[src/verilog/ossc_pkg.sv]
`default_nettype none
/* Shared widths, sys_ctrl bit positions, OSD colours and timing constants
   of the video top level. Every module refers to them by scoped name. */
package ossc_pkg;

    localparam int PIX_W = 8;
    localparam int RGB_W = 3 * PIX_W;
    localparam int BTN_W = 6;

    // PWM duty fields and the shared counter of period 1024
    localparam int DUTY_W    = 4;
    localparam int PWM_CNT_W = 10;

    localparam int REFRESH_CNT_W = 10;
    localparam logic [REFRESH_CNT_W-1:0] REFRESH_INTERVAL = 10'd842;

    localparam int RESYNC_LED_BITS = 24;

    // sys_ctrl word from the CPU
    localparam int SYS_POWERON_BIT  = 0;
    localparam int CAPTURE_SEL_BIT  = 7;
    localparam int AUDMUX_SEL_BIT   = 11;
    localparam int FRAMELOCK_BIT    = 14;
    localparam int HDMIRX_SPDIF_BIT = 15;
    localparam int FAN_DUTY_LSB     = 16;
    localparam int LED_DUTY_LSB     = 20;
    localparam int REFRESH_EN_BIT   = 24;

    // OSD palette, indexed by osd_color
    localparam logic [RGB_W-1:0] OSD_BLACK  = 24'h000000;
    localparam logic [RGB_W-1:0] OSD_BLUE   = 24'h0000ff;
    localparam logic [RGB_W-1:0] OSD_YELLOW = 24'hffff00;
    localparam logic [RGB_W-1:0] OSD_WHITE  = 24'hffffff;

endpackage
`default_nettype wire

[src/verilog/capture_mux.sv]
`timescale 1ns/1ps
`default_nettype none
/* Input registers of the RGB digitizer and HDMI receiver buses and the
   registered source select. Digitizer path is 2 cycles, receiver path 3. */
module capture_mux (
    input  wire                        pclk_out,
    input  wire                        po_reset_n,
    input  wire                        capture_sel_i,
    input  wire [ossc_pkg::PIX_W-1:0]  isl_r_i,
    input  wire [ossc_pkg::PIX_W-1:0]  isl_g_i,
    input  wire [ossc_pkg::PIX_W-1:0]  isl_b_i,
    input  wire                        isl_hsync_i,
    input  wire                        isl_vsync_i,
    input  wire                        isl_de_i,
    input  wire [ossc_pkg::PIX_W-1:0]  hdmirx_r_i,
    input  wire [ossc_pkg::PIX_W-1:0]  hdmirx_g_i,
    input  wire [ossc_pkg::PIX_W-1:0]  hdmirx_b_i,
    input  wire                        hdmirx_hsync_i,
    input  wire                        hdmirx_vsync_i,
    input  wire                        hdmirx_de_i,
    output logic [ossc_pkg::RGB_W-1:0] capt_rgb_o,
    output logic                       capt_hsync_o,
    output logic                       capt_vsync_o,
    output logic                       capt_de_o
);

    logic [ossc_pkg::RGB_W-1:0] isl_rgb_q;
    logic [ossc_pkg::RGB_W-1:0] rx_rgb_iq;
    logic [ossc_pkg::RGB_W-1:0] rx_rgb_q;
    // Sync fields kept as {hsync, vsync, de}
    logic [2:0] isl_sync_q;
    logic [2:0] rx_sync_iq;
    logic [2:0] rx_sync_q;

    always_ff @(posedge pclk_out) begin
        isl_rgb_q <= {isl_r_i, isl_g_i, isl_b_i};
        // Receiver pads get an extra stage
        rx_rgb_iq <= {hdmirx_r_i, hdmirx_g_i, hdmirx_b_i};
        rx_rgb_q  <= rx_rgb_iq;
        capt_rgb_o <= capture_sel_i ? rx_rgb_q : isl_rgb_q;
    end

    always_ff @(posedge pclk_out or negedge po_reset_n) begin
        if (!po_reset_n) begin
            isl_sync_q <= '0;
            rx_sync_iq <= '0;
            rx_sync_q  <= '0;
            {capt_hsync_o, capt_vsync_o, capt_de_o} <= '0;
        end else begin
            isl_sync_q <= {isl_hsync_i, isl_vsync_i, isl_de_i};
            rx_sync_iq <= {hdmirx_hsync_i, hdmirx_vsync_i, hdmirx_de_i};
            rx_sync_q  <= rx_sync_iq;
            {capt_hsync_o, capt_vsync_o, capt_de_o} <= capture_sel_i ? rx_sync_q
                                                                     : isl_sync_q;
        end
    end

endmodule
`default_nettype wire

[src/verilog/osd_output_stage.sv]
`timescale 1ns/1ps
`default_nettype none
/* OSD colour overlay and the launch registers for the HDMI transmitter pins.
   Two cycles from rgb_i and the OSD inputs to the outputs. */
module osd_output_stage (
    input  wire                        pclk_out,
    input  wire                        po_reset_n,
    input  wire [ossc_pkg::RGB_W-1:0]  rgb_i,
    input  wire                        hsync_i,
    input  wire                        vsync_i,
    input  wire                        de_i,
    input  wire                        osd_enable_i,
    input  wire [1:0]                  osd_color_i,
    output logic [ossc_pkg::PIX_W-1:0] hdmitx_r_o,
    output logic [ossc_pkg::PIX_W-1:0] hdmitx_g_o,
    output logic [ossc_pkg::PIX_W-1:0] hdmitx_b_o,
    output logic                       hdmitx_hsync_o,
    output logic                       hdmitx_vsync_o,
    output logic                       hdmitx_de_o
);

    logic [ossc_pkg::RGB_W-1:0] osd_rgb;
    logic [ossc_pkg::RGB_W-1:0] rgb_out;
    logic hsync_out;
    logic vsync_out;
    logic de_out;

    always_comb begin
        case (osd_color_i)
            2'd0:    osd_rgb = ossc_pkg::OSD_BLACK;
            2'd1:    osd_rgb = ossc_pkg::OSD_BLUE;
            2'd2:    osd_rgb = ossc_pkg::OSD_YELLOW;
            default: osd_rgb = ossc_pkg::OSD_WHITE;
        endcase
    end

    always_ff @(posedge pclk_out or negedge po_reset_n) begin
        if (!po_reset_n) begin
            rgb_out   <= '0;
            hsync_out <= 1'b0;
            vsync_out <= 1'b0;
            de_out    <= 1'b0;
            {hdmitx_r_o, hdmitx_g_o, hdmitx_b_o} <= '0;
            hdmitx_hsync_o <= 1'b0;
            hdmitx_vsync_o <= 1'b0;
            hdmitx_de_o    <= 1'b0;
        end else begin
            // Overlay stage with sync passed alongside untouched
            rgb_out   <= osd_enable_i ? osd_rgb : rgb_i;
            hsync_out <= hsync_i;
            vsync_out <= vsync_i;
            de_out    <= de_i;
            // Launch stage for the transmitter
            {hdmitx_r_o, hdmitx_g_o, hdmitx_b_o} <= rgb_out;
            hdmitx_hsync_o <= hsync_out;
            hdmitx_vsync_o <= vsync_out;
            hdmitx_de_o    <= de_out;
        end
    end

endmodule
`default_nettype wire

[src/verilog/pwm_2ch.sv]
`timescale 1ns/1ps
`default_nettype none
/* Two PWM channels sharing one free-running counter.
   A channel is high while the counter's top bits are below its duty. */
module pwm_2ch (
    input  wire                         pclk_out,
    input  wire                         po_reset_n,
    input  wire [ossc_pkg::DUTY_W-1:0]  ch1_duty_i,
    input  wire [ossc_pkg::DUTY_W-1:0]  ch2_duty_i,
    output logic                        ch1_pwm_o,
    output logic                        ch2_pwm_o
);

    logic [ossc_pkg::PWM_CNT_W-1:0] pwm_cnt;
    logic [ossc_pkg::DUTY_W-1:0]    pwm_phase;

    always_ff @(posedge pclk_out or negedge po_reset_n) begin
        if (!po_reset_n) begin
            pwm_cnt <= '0;
        end else begin
            pwm_cnt <= pwm_cnt + 1'b1;
        end
    end

    // 16 phases per period
    assign pwm_phase = pwm_cnt[ossc_pkg::PWM_CNT_W-1 -: ossc_pkg::DUTY_W];

    assign ch1_pwm_o = (pwm_phase < ch1_duty_i);
    assign ch2_pwm_o = (pwm_phase < ch2_duty_i);

endmodule
`default_nettype wire

[src/verilog/board_indicators.sv]
`timescale 1ns/1ps
`default_nettype none
/* Button and resync-strobe synchronizers, resync LED hold counter,
   LED colour mapping and the active-low fan PWM output. */
module board_indicators (
    input  wire                         pclk_out,
    input  wire                         po_reset_n,
    input  wire                         poweron_i,
    input  wire                         framelock_i,
    input  wire [ossc_pkg::DUTY_W-1:0]  fan_duty_i,
    input  wire [ossc_pkg::DUTY_W-1:0]  led_duty_i,
    input  wire [ossc_pkg::BTN_W-1:0]   btn_i,
    input  wire                         resync_strobe_i,
    output logic [2:0]                  led_o,
    output logic                        fan_pwm_o,
    output logic [ossc_pkg::BTN_W-1:0]  btn_sync_o
);

    logic [ossc_pkg::BTN_W-1:0]           btn_sync1;
    logic                                 strobe_sync1;
    logic                                 strobe_sync2;
    logic                                 strobe_prev;
    logic [ossc_pkg::RESYNC_LED_BITS-1:0] resync_led_cnt;
    logic                                 fan_pwm;
    logic                                 led_pwm;

    pwm_2ch u_pwm_2ch (
        .pclk_out   (pclk_out),
        .po_reset_n (po_reset_n),
        .ch1_duty_i (fan_duty_i),
        .ch2_duty_i (led_duty_i),
        .ch1_pwm_o  (fan_pwm),
        .ch2_pwm_o  (led_pwm)
    );

    always_ff @(posedge pclk_out or negedge po_reset_n) begin
        if (!po_reset_n) begin
            // Buttons are active low and reset to released
            btn_sync1    <= '1;
            btn_sync_o   <= '1;
            strobe_sync1 <= 1'b0;
            strobe_sync2 <= 1'b0;
            strobe_prev  <= 1'b0;
        end else begin
            btn_sync1    <= btn_i;
            btn_sync_o   <= btn_sync1;
            strobe_sync1 <= resync_strobe_i;
            strobe_sync2 <= strobe_sync1;
            strobe_prev  <= strobe_sync2;
        end
    end

    always_ff @(posedge pclk_out or negedge po_reset_n) begin
        if (!po_reset_n) begin
            resync_led_cnt <= '0;
        end else if (!poweron_i) begin
            resync_led_cnt <= '0;
        end else if (strobe_sync2 && !strobe_prev) begin
            resync_led_cnt <= '1;
        end else if (resync_led_cnt != '0) begin
            resync_led_cnt <= resync_led_cnt - 1'b1;
        end
    end

    // Bits are B, G, R from high to low
    assign led_o = poweron_i ? ({3{led_pwm}} & {framelock_i, ~&btn_sync_o,
                                                 resync_led_cnt != '0})
                             : 3'b000;

    assign fan_pwm_o = ~(poweron_i & fan_pwm);

endmodule
`default_nettype wire

[src/verilog/dram_refresh_sched.sv]
`timescale 1ns/1ps
`default_nettype none
/* DRAM refresh scheduler. Raises a four-phase refresh request to the memory
   controller every REFRESH_INTERVAL cycles while enabled. */
module dram_refresh_sched (
    input  wire  pclk_out,
    input  wire  po_reset_n,
    input  wire  enable_i,
    input  wire  refresh_ack_i,
    output logic refresh_req_o
);

    localparam logic [1:0] ST_COUNT    = 2'd0;
    localparam logic [1:0] ST_REQ      = 2'd1;
    localparam logic [1:0] ST_ACK_LOW  = 2'd2;
    localparam logic [1:0] ST_DISABLED = 2'd3;

    logic [1:0]                         state;
    logic [ossc_pkg::REFRESH_CNT_W-1:0] refresh_cnt;

    always_ff @(posedge pclk_out or negedge po_reset_n) begin
        if (!po_reset_n) begin
            state       <= ST_COUNT;
            refresh_cnt <= '0;
        end else begin
            case (state)
                ST_COUNT: begin
                    if (!enable_i) begin
                        state       <= ST_DISABLED;
                        refresh_cnt <= '0;
                    end else if (refresh_cnt == ossc_pkg::REFRESH_INTERVAL - 1'b1) begin
                        state       <= ST_REQ;
                        refresh_cnt <= ossc_pkg::REFRESH_INTERVAL;
                    end else begin
                        refresh_cnt <= refresh_cnt + 1'b1;
                    end
                end
                // Counter holds while the controller stalls
                ST_REQ: begin
                    if (refresh_ack_i) begin
                        state <= ST_ACK_LOW;
                    end
                end
                ST_ACK_LOW: begin
                    if (!refresh_ack_i) begin
                        state       <= enable_i ? ST_COUNT : ST_DISABLED;
                        refresh_cnt <= '0;
                    end
                end
                default: begin
                    refresh_cnt <= '0;
                    if (enable_i) begin
                        state <= ST_COUNT;
                    end
                end
            endcase
        end
    end

    assign refresh_req_o = (state == ST_REQ);

endmodule
`default_nettype wire

[src/verilog/ossc_video_top.sv]
`timescale 1ns/1ps
`default_nettype none
/* Video path and board-service top level of the scan converter.
   sys_ctrl_i from the CPU selects the source, audio routing and indicators. */
module ossc_video_top (
    input  wire                         pclk_out,
    input  wire                         po_reset_n,
    input  wire [31:0]                  sys_ctrl_i,
    input  wire [ossc_pkg::PIX_W-1:0]   isl_r_i,
    input  wire [ossc_pkg::PIX_W-1:0]   isl_g_i,
    input  wire [ossc_pkg::PIX_W-1:0]   isl_b_i,
    input  wire                         isl_hsync_i,
    input  wire                         isl_vsync_i,
    input  wire                         isl_de_i,
    input  wire [ossc_pkg::PIX_W-1:0]   hdmirx_r_i,
    input  wire [ossc_pkg::PIX_W-1:0]   hdmirx_g_i,
    input  wire [ossc_pkg::PIX_W-1:0]   hdmirx_b_i,
    input  wire                         hdmirx_hsync_i,
    input  wire                         hdmirx_vsync_i,
    input  wire                         hdmirx_de_i,
    input  wire                         osd_enable_i,
    input  wire [1:0]                   osd_color_i,
    input  wire [ossc_pkg::BTN_W-1:0]   btn_i,
    input  wire                         resync_strobe_i,
    input  wire                         pcm_i2s_bck_i,
    input  wire                         pcm_i2s_ws_i,
    input  wire                         pcm_i2s_data_i,
    input  wire                         hdmirx_i2s_bck_i,
    input  wire                         hdmirx_i2s_ws_i,
    input  wire                         hdmirx_ap_i,
    input  wire                         spdif_ext_i,
    input  wire                         refresh_ack_i,
    output logic [ossc_pkg::PIX_W-1:0]  hdmitx_r_o,
    output logic [ossc_pkg::PIX_W-1:0]  hdmitx_g_o,
    output logic [ossc_pkg::PIX_W-1:0]  hdmitx_b_o,
    output logic                        hdmitx_hsync_o,
    output logic                        hdmitx_vsync_o,
    output logic                        hdmitx_de_o,
    output logic                        hdmitx_i2s_bck_o,
    output logic                        hdmitx_i2s_ws_o,
    output logic                        hdmitx_i2s_data_o,
    output logic                        hdmitx_spdif_o,
    output logic                        audmux_o,
    output logic                        hdmitx_5v_en_o,
    output logic [2:0]                  led_o,
    output logic                        fan_pwm_o,
    output logic [ossc_pkg::BTN_W-1:0]  btn_sync_o,
    output logic                        refresh_req_o
);

    // sys_ctrl fields
    wire sys_poweron  = sys_ctrl_i[ossc_pkg::SYS_POWERON_BIT];
    wire capture_sel  = sys_ctrl_i[ossc_pkg::CAPTURE_SEL_BIT];
    wire audmux_sel   = sys_ctrl_i[ossc_pkg::AUDMUX_SEL_BIT];
    wire framelock    = sys_ctrl_i[ossc_pkg::FRAMELOCK_BIT];
    wire hdmirx_spdif = sys_ctrl_i[ossc_pkg::HDMIRX_SPDIF_BIT];
    wire refresh_en   = sys_ctrl_i[ossc_pkg::REFRESH_EN_BIT];
    wire [ossc_pkg::DUTY_W-1:0] fan_duty = sys_ctrl_i[ossc_pkg::FAN_DUTY_LSB +: ossc_pkg::DUTY_W];
    wire [ossc_pkg::DUTY_W-1:0] led_duty = sys_ctrl_i[ossc_pkg::LED_DUTY_LSB +: ossc_pkg::DUTY_W];

    logic [ossc_pkg::RGB_W-1:0] capt_rgb;
    logic capt_hsync;
    logic capt_vsync;
    logic capt_de;

    capture_mux u_capture_mux (
        .pclk_out       (pclk_out),
        .po_reset_n     (po_reset_n),
        .capture_sel_i  (capture_sel),
        .isl_r_i        (isl_r_i),
        .isl_g_i        (isl_g_i),
        .isl_b_i        (isl_b_i),
        .isl_hsync_i    (isl_hsync_i),
        .isl_vsync_i    (isl_vsync_i),
        .isl_de_i       (isl_de_i),
        .hdmirx_r_i     (hdmirx_r_i),
        .hdmirx_g_i     (hdmirx_g_i),
        .hdmirx_b_i     (hdmirx_b_i),
        .hdmirx_hsync_i (hdmirx_hsync_i),
        .hdmirx_vsync_i (hdmirx_vsync_i),
        .hdmirx_de_i    (hdmirx_de_i),
        .capt_rgb_o     (capt_rgb),
        .capt_hsync_o   (capt_hsync),
        .capt_vsync_o   (capt_vsync),
        .capt_de_o      (capt_de)
    );

    osd_output_stage u_osd_output_stage (
        .pclk_out       (pclk_out),
        .po_reset_n     (po_reset_n),
        .rgb_i          (capt_rgb),
        .hsync_i        (capt_hsync),
        .vsync_i        (capt_vsync),
        .de_i           (capt_de),
        .osd_enable_i   (osd_enable_i),
        .osd_color_i    (osd_color_i),
        .hdmitx_r_o     (hdmitx_r_o),
        .hdmitx_g_o     (hdmitx_g_o),
        .hdmitx_b_o     (hdmitx_b_o),
        .hdmitx_hsync_o (hdmitx_hsync_o),
        .hdmitx_vsync_o (hdmitx_vsync_o),
        .hdmitx_de_o    (hdmitx_de_o)
    );

    board_indicators u_board_indicators (
        .pclk_out        (pclk_out),
        .po_reset_n      (po_reset_n),
        .poweron_i       (sys_poweron),
        .framelock_i     (framelock),
        .fan_duty_i      (fan_duty),
        .led_duty_i      (led_duty),
        .btn_i           (btn_i),
        .resync_strobe_i (resync_strobe_i),
        .led_o           (led_o),
        .fan_pwm_o       (fan_pwm_o),
        .btn_sync_o      (btn_sync_o)
    );

    dram_refresh_sched u_dram_refresh_sched (
        .pclk_out      (pclk_out),
        .po_reset_n    (po_reset_n),
        .enable_i      (refresh_en),
        .refresh_ack_i (refresh_ack_i),
        .refresh_req_o (refresh_req_o)
    );

    // Audio follows the video source
    assign hdmitx_i2s_bck_o  = capture_sel ? hdmirx_i2s_bck_i : pcm_i2s_bck_i;
    assign hdmitx_i2s_ws_o   = capture_sel ? hdmirx_i2s_ws_i : pcm_i2s_ws_i;
    assign hdmitx_i2s_data_o = capture_sel ? hdmirx_ap_i : pcm_i2s_data_i;
    assign hdmitx_spdif_o    = hdmirx_spdif ? hdmirx_ap_i : spdif_ext_i;

    assign audmux_o       = ~audmux_sel;
    assign hdmitx_5v_en_o = sys_poweron;

endmodule
`default_nettype wire

[config.mk]
export PLATFORM = sky130hd
export DESIGN_NAME = ossc_video_top
export DESIGN_NICKNAME = d
export VERILOG_FILES = /design/src/verilog/ossc_pkg.sv /design/src/verilog/capture_mux.sv /design/src/verilog/osd_output_stage.sv /design/src/verilog/pwm_2ch.sv /design/src/verilog/board_indicators.sv /design/src/verilog/dram_refresh_sched.sv /design/src/verilog/ossc_video_top.sv
export SDC_FILE = /design/constraint.sdc
export NUM_CORES = 1
export LEC_CHECK = 0
export BUFFER_PORTS_ARGS = -buffer_cell sky130_fd_sc_hd__buf_4
export CORE_UTILIZATION = 35
export CTS_BUF_LIST = sky130_fd_sc_hd__clkbuf_8
export DETAILED_ROUTE_END_ITERATION = 8
export PLACE_DENSITY = 0.63
export SYNTH_ARGS = -nofsm -noshare
export SYNTH_HDL_FRONTEND = slang
export SYNTH_SLANG_ARGS = --single-unit
[constraint.sdc]
create_clock -name pclk_out -period 2.49 [get_ports pclk_out]
set_clock_uncertainty 0.05 [all_clocks]
set_input_delay 0.1245 -clock pclk_out [delete_from_list [all_inputs] [get_ports pclk_out]]
set_output_delay 0.1245 -clock pclk_out [all_outputs]
set_load 0.05 [all_outputs]
==> metrics, run 1 <==
Psw 2.155 mW; Crit Path Max Fanout 2; wire per inst 12.84 um; mapped cell area 7312 um^2; Mean Syn Cell Area roughly 13 um^2; Least-Margin Pin Slew 0.7331 ns; FF+latch area a little over 5000 um^2; maximum root-to-sink buffer count 3; via total after detailed routing 4748; Synth area leaders dfrtp_1, dfxtp_1, mux2_2, dfstp_2, o21ai_0; pwr dens a little over 800 nW/um^2; fin util 49.74%; slowest CP cell or4_4; vias in the first global route roughly 5000; Yosys top cell area share 39.36%; first-pass GRT wire length 23040 um; Mapped Cells roughly 550; placed cell count 941; fill cell count 1723; Synth area leader dfrtp_1; fin crit share 96.46%; I/O Buffers 131; initial antenna violation count 0; Slew Limit Fails 0; sequential power share roughly half; row cnt 52; Mapped Nets 667; CP peak stage delay 0.54 ns; Multi-input gate area a little over 2000 um^2; min-delay src refresh_ack_i; H-tree Lvls 2; FF+latch count, synth 223; P_leak 4.675 nW; Crit Path Class flop to output port; IO Count 150; top layer in use met4; grt ovf 0; Critical Path RT 2.32 ns; GP Congestion 0.8271; Global Route Usage Sum between 10% and 20%; CP Launch Point u_board_indicators.resync_led_cnt[19]; Worst Setup End Kind output port; Hold/Removal Path Class input port to flop; CP Buf/Inv Count 2; nets 905; Hold Violations, Final 0; met3 wire len slightly below 900 um; Switching Share about a quarter; DR iter-0 viols around 230; Data arrival, critical path 2.23 ns; area delta synth->final 38.54%; max_slew headroom 51.12%; Clock Sinks roughly 220; Clock Pin Slew Worst Setup and Hold Paths approximately 0.06 ns; DRC 0; DR vias/cell 4.396; CP delay by family, top simple AND/OR/NAND/NOR gates; YS warnings 0; DIE AREA 21470 um^2; Seq/Total Area, Yosys 69.95%; power consumption 8.283 mW; Starting Density approximately 36%; crit-path cells or4_4 -> or2_4 -> nor4_4 -> buf_6 -> nor2b_4 -> buf_6; final non-filler cell total 1080; Post-Route M1 WL 5352 um; EDFF count, synth 0; CTS tree yes; DP Wirelength 8719 um; status complete, no violations; Die Ht 146.5 um; worst reg2reg path startpoint u_board_indicators.resync_led_cnt[19]; met2 wire length 7342 um; ant diodes 0; share of post-route cells with drive strength above 1 31.73%; total wire length 13870 um; Die Wd 146.5 um; CP Launch Type flop; Unique masters post-synth 51; clock share of power 36.9%; Pre-antenna DRT Iters 4; DRT antenna net count 0; fraction of registers with async set/reset between 50% and 60%; worst-skew pair later-pin latency 0.50 ns; peak supply drop 0.5492 mV; root buf cell clkbuf_8; Inserted Clock Buffers 36; Comb power frac 14.8%; fmax 416.4 MHz; largest net degree at the start of global routing 82; ys flop type dfrtp_1; most frequent CP cell buf_6; Final setup viols 0; total of max-cap violations 0; RSZ-0062 raised after global routing true; Final min period 2.402 ns; Internal 6.128 mW; Core Footprint 20360 um^2
==> path summary, 6_finish.rpt <==
check / end / slack, ns / cells after the start
max: led_o[0] / 0.09 / 6
min: u_dram_refresh_sched.state[0] / 0.05 / 4
max reg2reg: u_board_indicators.resync_led_cnt[17] / 0.11 / 5
min reg2reg: u_capture_mux.rx_rgb_q[4] / 0.28 / 0
max in group asynchronous: u_dram_refresh_sched.refresh_cnt[8] / 1.34 / 3
min in group asynchronous: u_board_indicators.resync_led_cnt[18] / 0.17 / 3
==> power groups by stage <==
stage | clock network [mW] | registers, mW | logic, mW
floorplan | 0 | 4.19 | 0.574
global placement | 0 | 4.06 | 1.07
detailed placement | 0 | 4.07 | 1.11
CTS | 3.15 | 4.00 | 1.22
global route | 3.33 | 4.03 | 1.34
finish | 3.06 | 4.00 | 1.22
==> cells in the final DEF (no fill, tap or decap), types with 3 or more instances in the layout <==
master	count
a21o_1	3
a21oi_1	9
a31oi_1	8
and2_1	14
and3_1	3
buf_4	141
clkbuf_8	48
clkinv_2	4
dfrtp_1	114
dfstp_2	12
dfxtp_1	96
dlygate4sd3_1	68
ha_1	15
inv_1	48
mux2_2	31
mux2i_1	3
nand2_1	21
nand2b_1	9
nand3_1	11
nand4_1	3
nor2_1	10
nor2b_1	3
nor3_1	3
nor4_1	4
nor4_4	3
o21a_1	6
o21ai_0	42
o21ai_1	9
o31ai_1	9
o41ai_1	3
or3_1	3
xnor2_1	13
xor2_1	10
==> stage by stage <==
step           hold WS [ns]  cell area, um^2  setup slack [ns]  setup TNS [ns]
2_1_floorplan       -0.2211             7312            0.2546               0
3_3_place_gp       -0.05303             8633            0.2274               0
3_5_place_dp       -0.05228             8633            0.1630               0
4_1_cts             0.01696            10110           0.01805               0
5_1_grt             0.05742            10130         -0.009659       -0.009659
6_report            0.04810            10130           0.08824               0
==> logic make-up (layout without fill, tap and decap cells) <==
group | Yosys count | after routing | synth area share [%]
AOI/OAI and AO/OA | 96 | 96 | 8.111
xor gates and xnor gates | 23 | 23 | 2.755
adders and majority gates | 15 | 15 | 2.567
buffers and inverters | 51 | 315 | 2.789
DFF | 223 | 223 | 69.95
muxes | 34 | 34 | 5.185
and+or+nand+nor | 104 | 104 | 8.641
==> Yosys cell counts, drive strengths merged (8+ instances only) <==
cell,n
dfstp,12
xnor2,13
mux2,31
dfxtp,96
dfrtp,115
ha,15
xor2,10
nand3,11
inv,39
a31oi,8
nor2,10
o31ai,9
o21ai,51
and2,14
nand2,21
nand2b,9
clkbuf,9
a21oi,10
==> layer usage <==
metal | up-vias | track usage [%]
li1 | 2336 | -
met1 | 2257 | 13.70
met2 | 125 | 24.52
met3 | 30 | 4.438
met4 | 0 | 5.156
met5 | - | 0
==> registers in the layout, summed over array words and instances, names as in the netlist, 8 cells and up <==
register	count
u_board_indicators.resync_led_cnt	24
u_capture_mux.capt_rgb_o	24
u_capture_mux.isl_rgb_q	24
u_capture_mux.rx_rgb_iq	24
u_capture_mux.rx_rgb_q	24
u_osd_output_stage.rgb_out	24
u_board_indicators.u_pwm_2ch.pwm_cnt	10
u_dram_refresh_sched.refresh_cnt	10
u_osd_output_stage.hdmitx_b_o	8
u_osd_output_stage.hdmitx_g_o	8
u_osd_output_stage.hdmitx_r_o	8
==> repair_timing <==
item                                    4_1_cts  5_1_grt
endpoints found under the setup margin        1        1
setup buffers                                 5        2
pin swaps                                     3        5
gates resized for setup                       6        4
endpoints found under the hold margin       226        0
hold buffers                                 68        0
==> worst min-delay path, delay by kind of cell <==
kind                   cells  cell delay, ns
AO/OA/AOI/OAI              2            0.26
buffers and inverters      1            0.09
multiplexers               1            0.07
==> final cells by class <==
class | instances | area share [%]
flip-flops and latches | 223 | 50.51
inverters | 39 | 1.445
clock buffers | 48 | 6.522
well taps | 270 | 3.335
repair buffers | 212 | 17.59
multi-input cells | 272 | 19.91
clock inverters | 16 | 0.6917
(Power assumes the default switching activity.)
==> run 2, diff against run 1 <==
--- a/config.mk
+++ b/config.mk
@@ -10,6 +10,7 @@
 export CTS_BUF_LIST = sky130_fd_sc_hd__clkbuf_8
 export DETAILED_ROUTE_END_ITERATION = 8
 export PLACE_DENSITY = 0.63
+export REMOVE_ABC_BUFFERS = 1
 export SYNTH_ARGS = -nofsm -noshare
 export SYNTH_HDL_FRONTEND = slang
 export SYNTH_SLANG_ARGS = --single-unit
==> metrics, run 2 (synthesized netlist as in run 1, its figures left out) <==
status complete, no violations; pwr dens 828.8 nW/um^2 (+1.4%); worst-skew pair later-pin latency 0.50 ns (about the same); worst hold margin 0.04329 ns (-0.004804 ns); DIE AREA 21470 um^2 (unchanged); peak supply drop 0.6003 mV (+9.3%); DR vias/cell 4.515 (+2.7%); grt ovf 0 (unchanged); initial antenna violation count 0 (unchanged); Multi-input gate area 2008 um^2 (-0.43%); Final setup viols 0 (unchanged); CP Launch Type flop; fill cell count 1749 (+1.5%); row cnt 52 (unchanged); WHS Endpoint u_dram_refresh_sched.state[1]; Crit Path Max Fanout 4 (+2); area delta synth->final 39.25%; Crit Path Class flop to output port; maximum root-to-sink buffer count 3 (unchanged); Final min period 2.416 ns (+0.01398 ns); ant diodes 0 (unchanged); reg-to-reg endpoint u_board_indicators.resync_led_cnt[18]; Cells on Worst Hold Path 4 (unchanged); first-pass GRT wire length 24960 um (+8.4%); root buf cell clkbuf_8; vias in the first global route 5304 (+6.5%); IO Count 150 (unchanged); Clock Sinks 223 (unchanged); slowest CP cell or4_4; Least-Margin Pin Slew 0.7244 ns (-0.008719 ns); worst reg2reg path startpoint u_board_indicators.resync_led_cnt[19]; nets 912 (+0.77%); Clock Pin Slew Worst Setup and Hold Paths 0.06 ns (about the same); max_slew headroom 51.71% (+0.58 points); Inserted Clock Buffers 37 (+2.8%); Slew Limit Fails 0 (unchanged); DR iter-0 viols 179 (-23%); Hold/Removal Path Class input port to flop; via total after detailed routing 4917 (+3.6%); RSZ-0062 raised after global routing true; crit-path cells or4_4 -> or2_4 -> nor4_4 -> buf_4 -> nor2b_2 -> buf_6; total of max-cap violations 0 (unchanged); Core Footprint 20360 um^2 (unchanged); Starting Density 35.91% (unchanged); DP Wirelength 9363 um (+7.4%); power consumption 8.439 mW (+1.9%); Worst Setup End Kind output port; CTS tree yes; CP peak stage delay 0.56 ns (+0.02 ns); H-tree Lvls 2 (unchanged); Die Ht 146.5 um (unchanged); I/O Buffers 131 (unchanged); DRT antenna net count 0 (unchanged); DRC 0 (unchanged); wire per inst 13.78 um (+7.3%); Critical Path RT 2.32 ns (about the same); commonest non-fill, non-tap cell in the layout buf_4; GP Congestion 0.8363 (+1.1%); Worst Reg2Reg Path Length in Cells 4 (-1); share of post-route cells with drive strength above 1 32.60% (+0.87 points); largest net degree at the start of global routing 53 (-35%); Hold Violations, Final 0 (unchanged); P_leak 4.706 nW (+0.65%); Data arrival, critical path 2.24 ns (about the same); min-delay src refresh_ack_i; commonest non-fill, non-tap cells in the layout buf_4, dfrtp_1, dfxtp_1, dlygate4sd3_1, inv_1; fmax 414.0 MHz (-0.58%); Global Route Usage Sum 14.49% (+1.2 points); R2R setup slack 0.23 ns (+0.12 ns); Die Wd 146.5 um (unchanged); FF+latch area 5117 um^2 (about the same); total wire length 15000 um (+8.1%); Pre-antenna DRT Iters 4 (unchanged); fin crit share 97.02% (+0.56 points)
run 2: changes by cell type in the layout (fill, tap and decap cells not counted), sizes merged:
cell | before | now
buf | 144 | 151
clkinvlp | 0 | 2
bufinv | 0 | 1
clkbuf | 48 | 47
clkinv | 4 | 5
dlygate4sd3 | 68 | 67
run 2: routing by layer:
layer / global-route usage [%] / share of wire [%]
met2: 26.26 / 52
met3: 4.531 / 6.7
met5: 0 / 0
met4: 6.042 / 2.3
met1: 15.50 / 39
run 2: report_power, final:
| part | internal, mW | leakage [nW] | switching [mW] |
|---|---|---|---|
| registers | 3.87 | 2.35 | 0.140 |
| clock network | 1.81 | 0.435 | 1.38 |
| logic | 0.542 | 1.92 | 0.694 |
| total | 6.22 | 4.71 | 2.22 |
run 2: metrics by stage:
| stage | instances | utilization [%] | area [um^2] | TNS (ns) | setup WS (ns) |
|---|---|---|---|---|---|
| after floorplan | 534 | - | 7254 | 0 | 0.08778 |
| after global placement | 944 | 42.44 | 8643 | 0 | 0.2296 |
| after detailed placement | 944 | 42.44 | 8643 | 0 | 0.1752 |
| after CTS | 1085 | 49.82 | 10150 | 0 | 0.01137 |
| after global routing | 1089 | 50.00 | 10180 | -0.01443 | -0.01443 |
| final | 1089 | 50.00 | 10180 | 0 | 0.07426 |
run 2: final cells by class:
cell class,instances,share of cell area (%)
Timing Repair Buffer,218,17.76
Inverter,39,1.438
Clock inverter,20,1.155
Tap cell,270,3.318
Sequential cell,223,50.26
Clock buffer,47,6.353
Multi-Input combinational cell,272,19.72
run 2: worst max path at each step:
stage,startpoint,to,cells after the start,slack [ns]
after detailed placement,u_board_indicators.resync_led_cnt[0],u_board_indicators.resync_led_cnt[2],7,0.18
after global routing,u_board_indicators.resync_led_cnt[19],led_o[0],6,-0.01
after CTS,u_board_indicators.resync_led_cnt[1],led_o[0],7,0.01
after floorplan,u_board_indicators.resync_led_cnt[0],led_o[0],5,0.09
final,u_board_indicators.resync_led_cnt[19],led_o[0],6,0.07
after global placement,u_board_indicators.resync_led_cnt[0],u_board_indicators.resync_led_cnt[2],7,0.23
run 2: worst max-delay path, delay by kind of cell, from the launching register on:
family                 cells  cell delay (ns)
DFF                        1             0.38
buffers and inverters      2             0.31
and+or+nand+nor            4             1.04
run 2: what timing repair did:
item | 4_1_cts | 5_1_grt
hold buffers | 67 | 0
pin swaps | 4 | 2
setup buffers | 7 | 4
endpoints found under the setup margin | 1 | 1
resized for setup | 5 | 3
hold endpoints to repair | 155 | 0
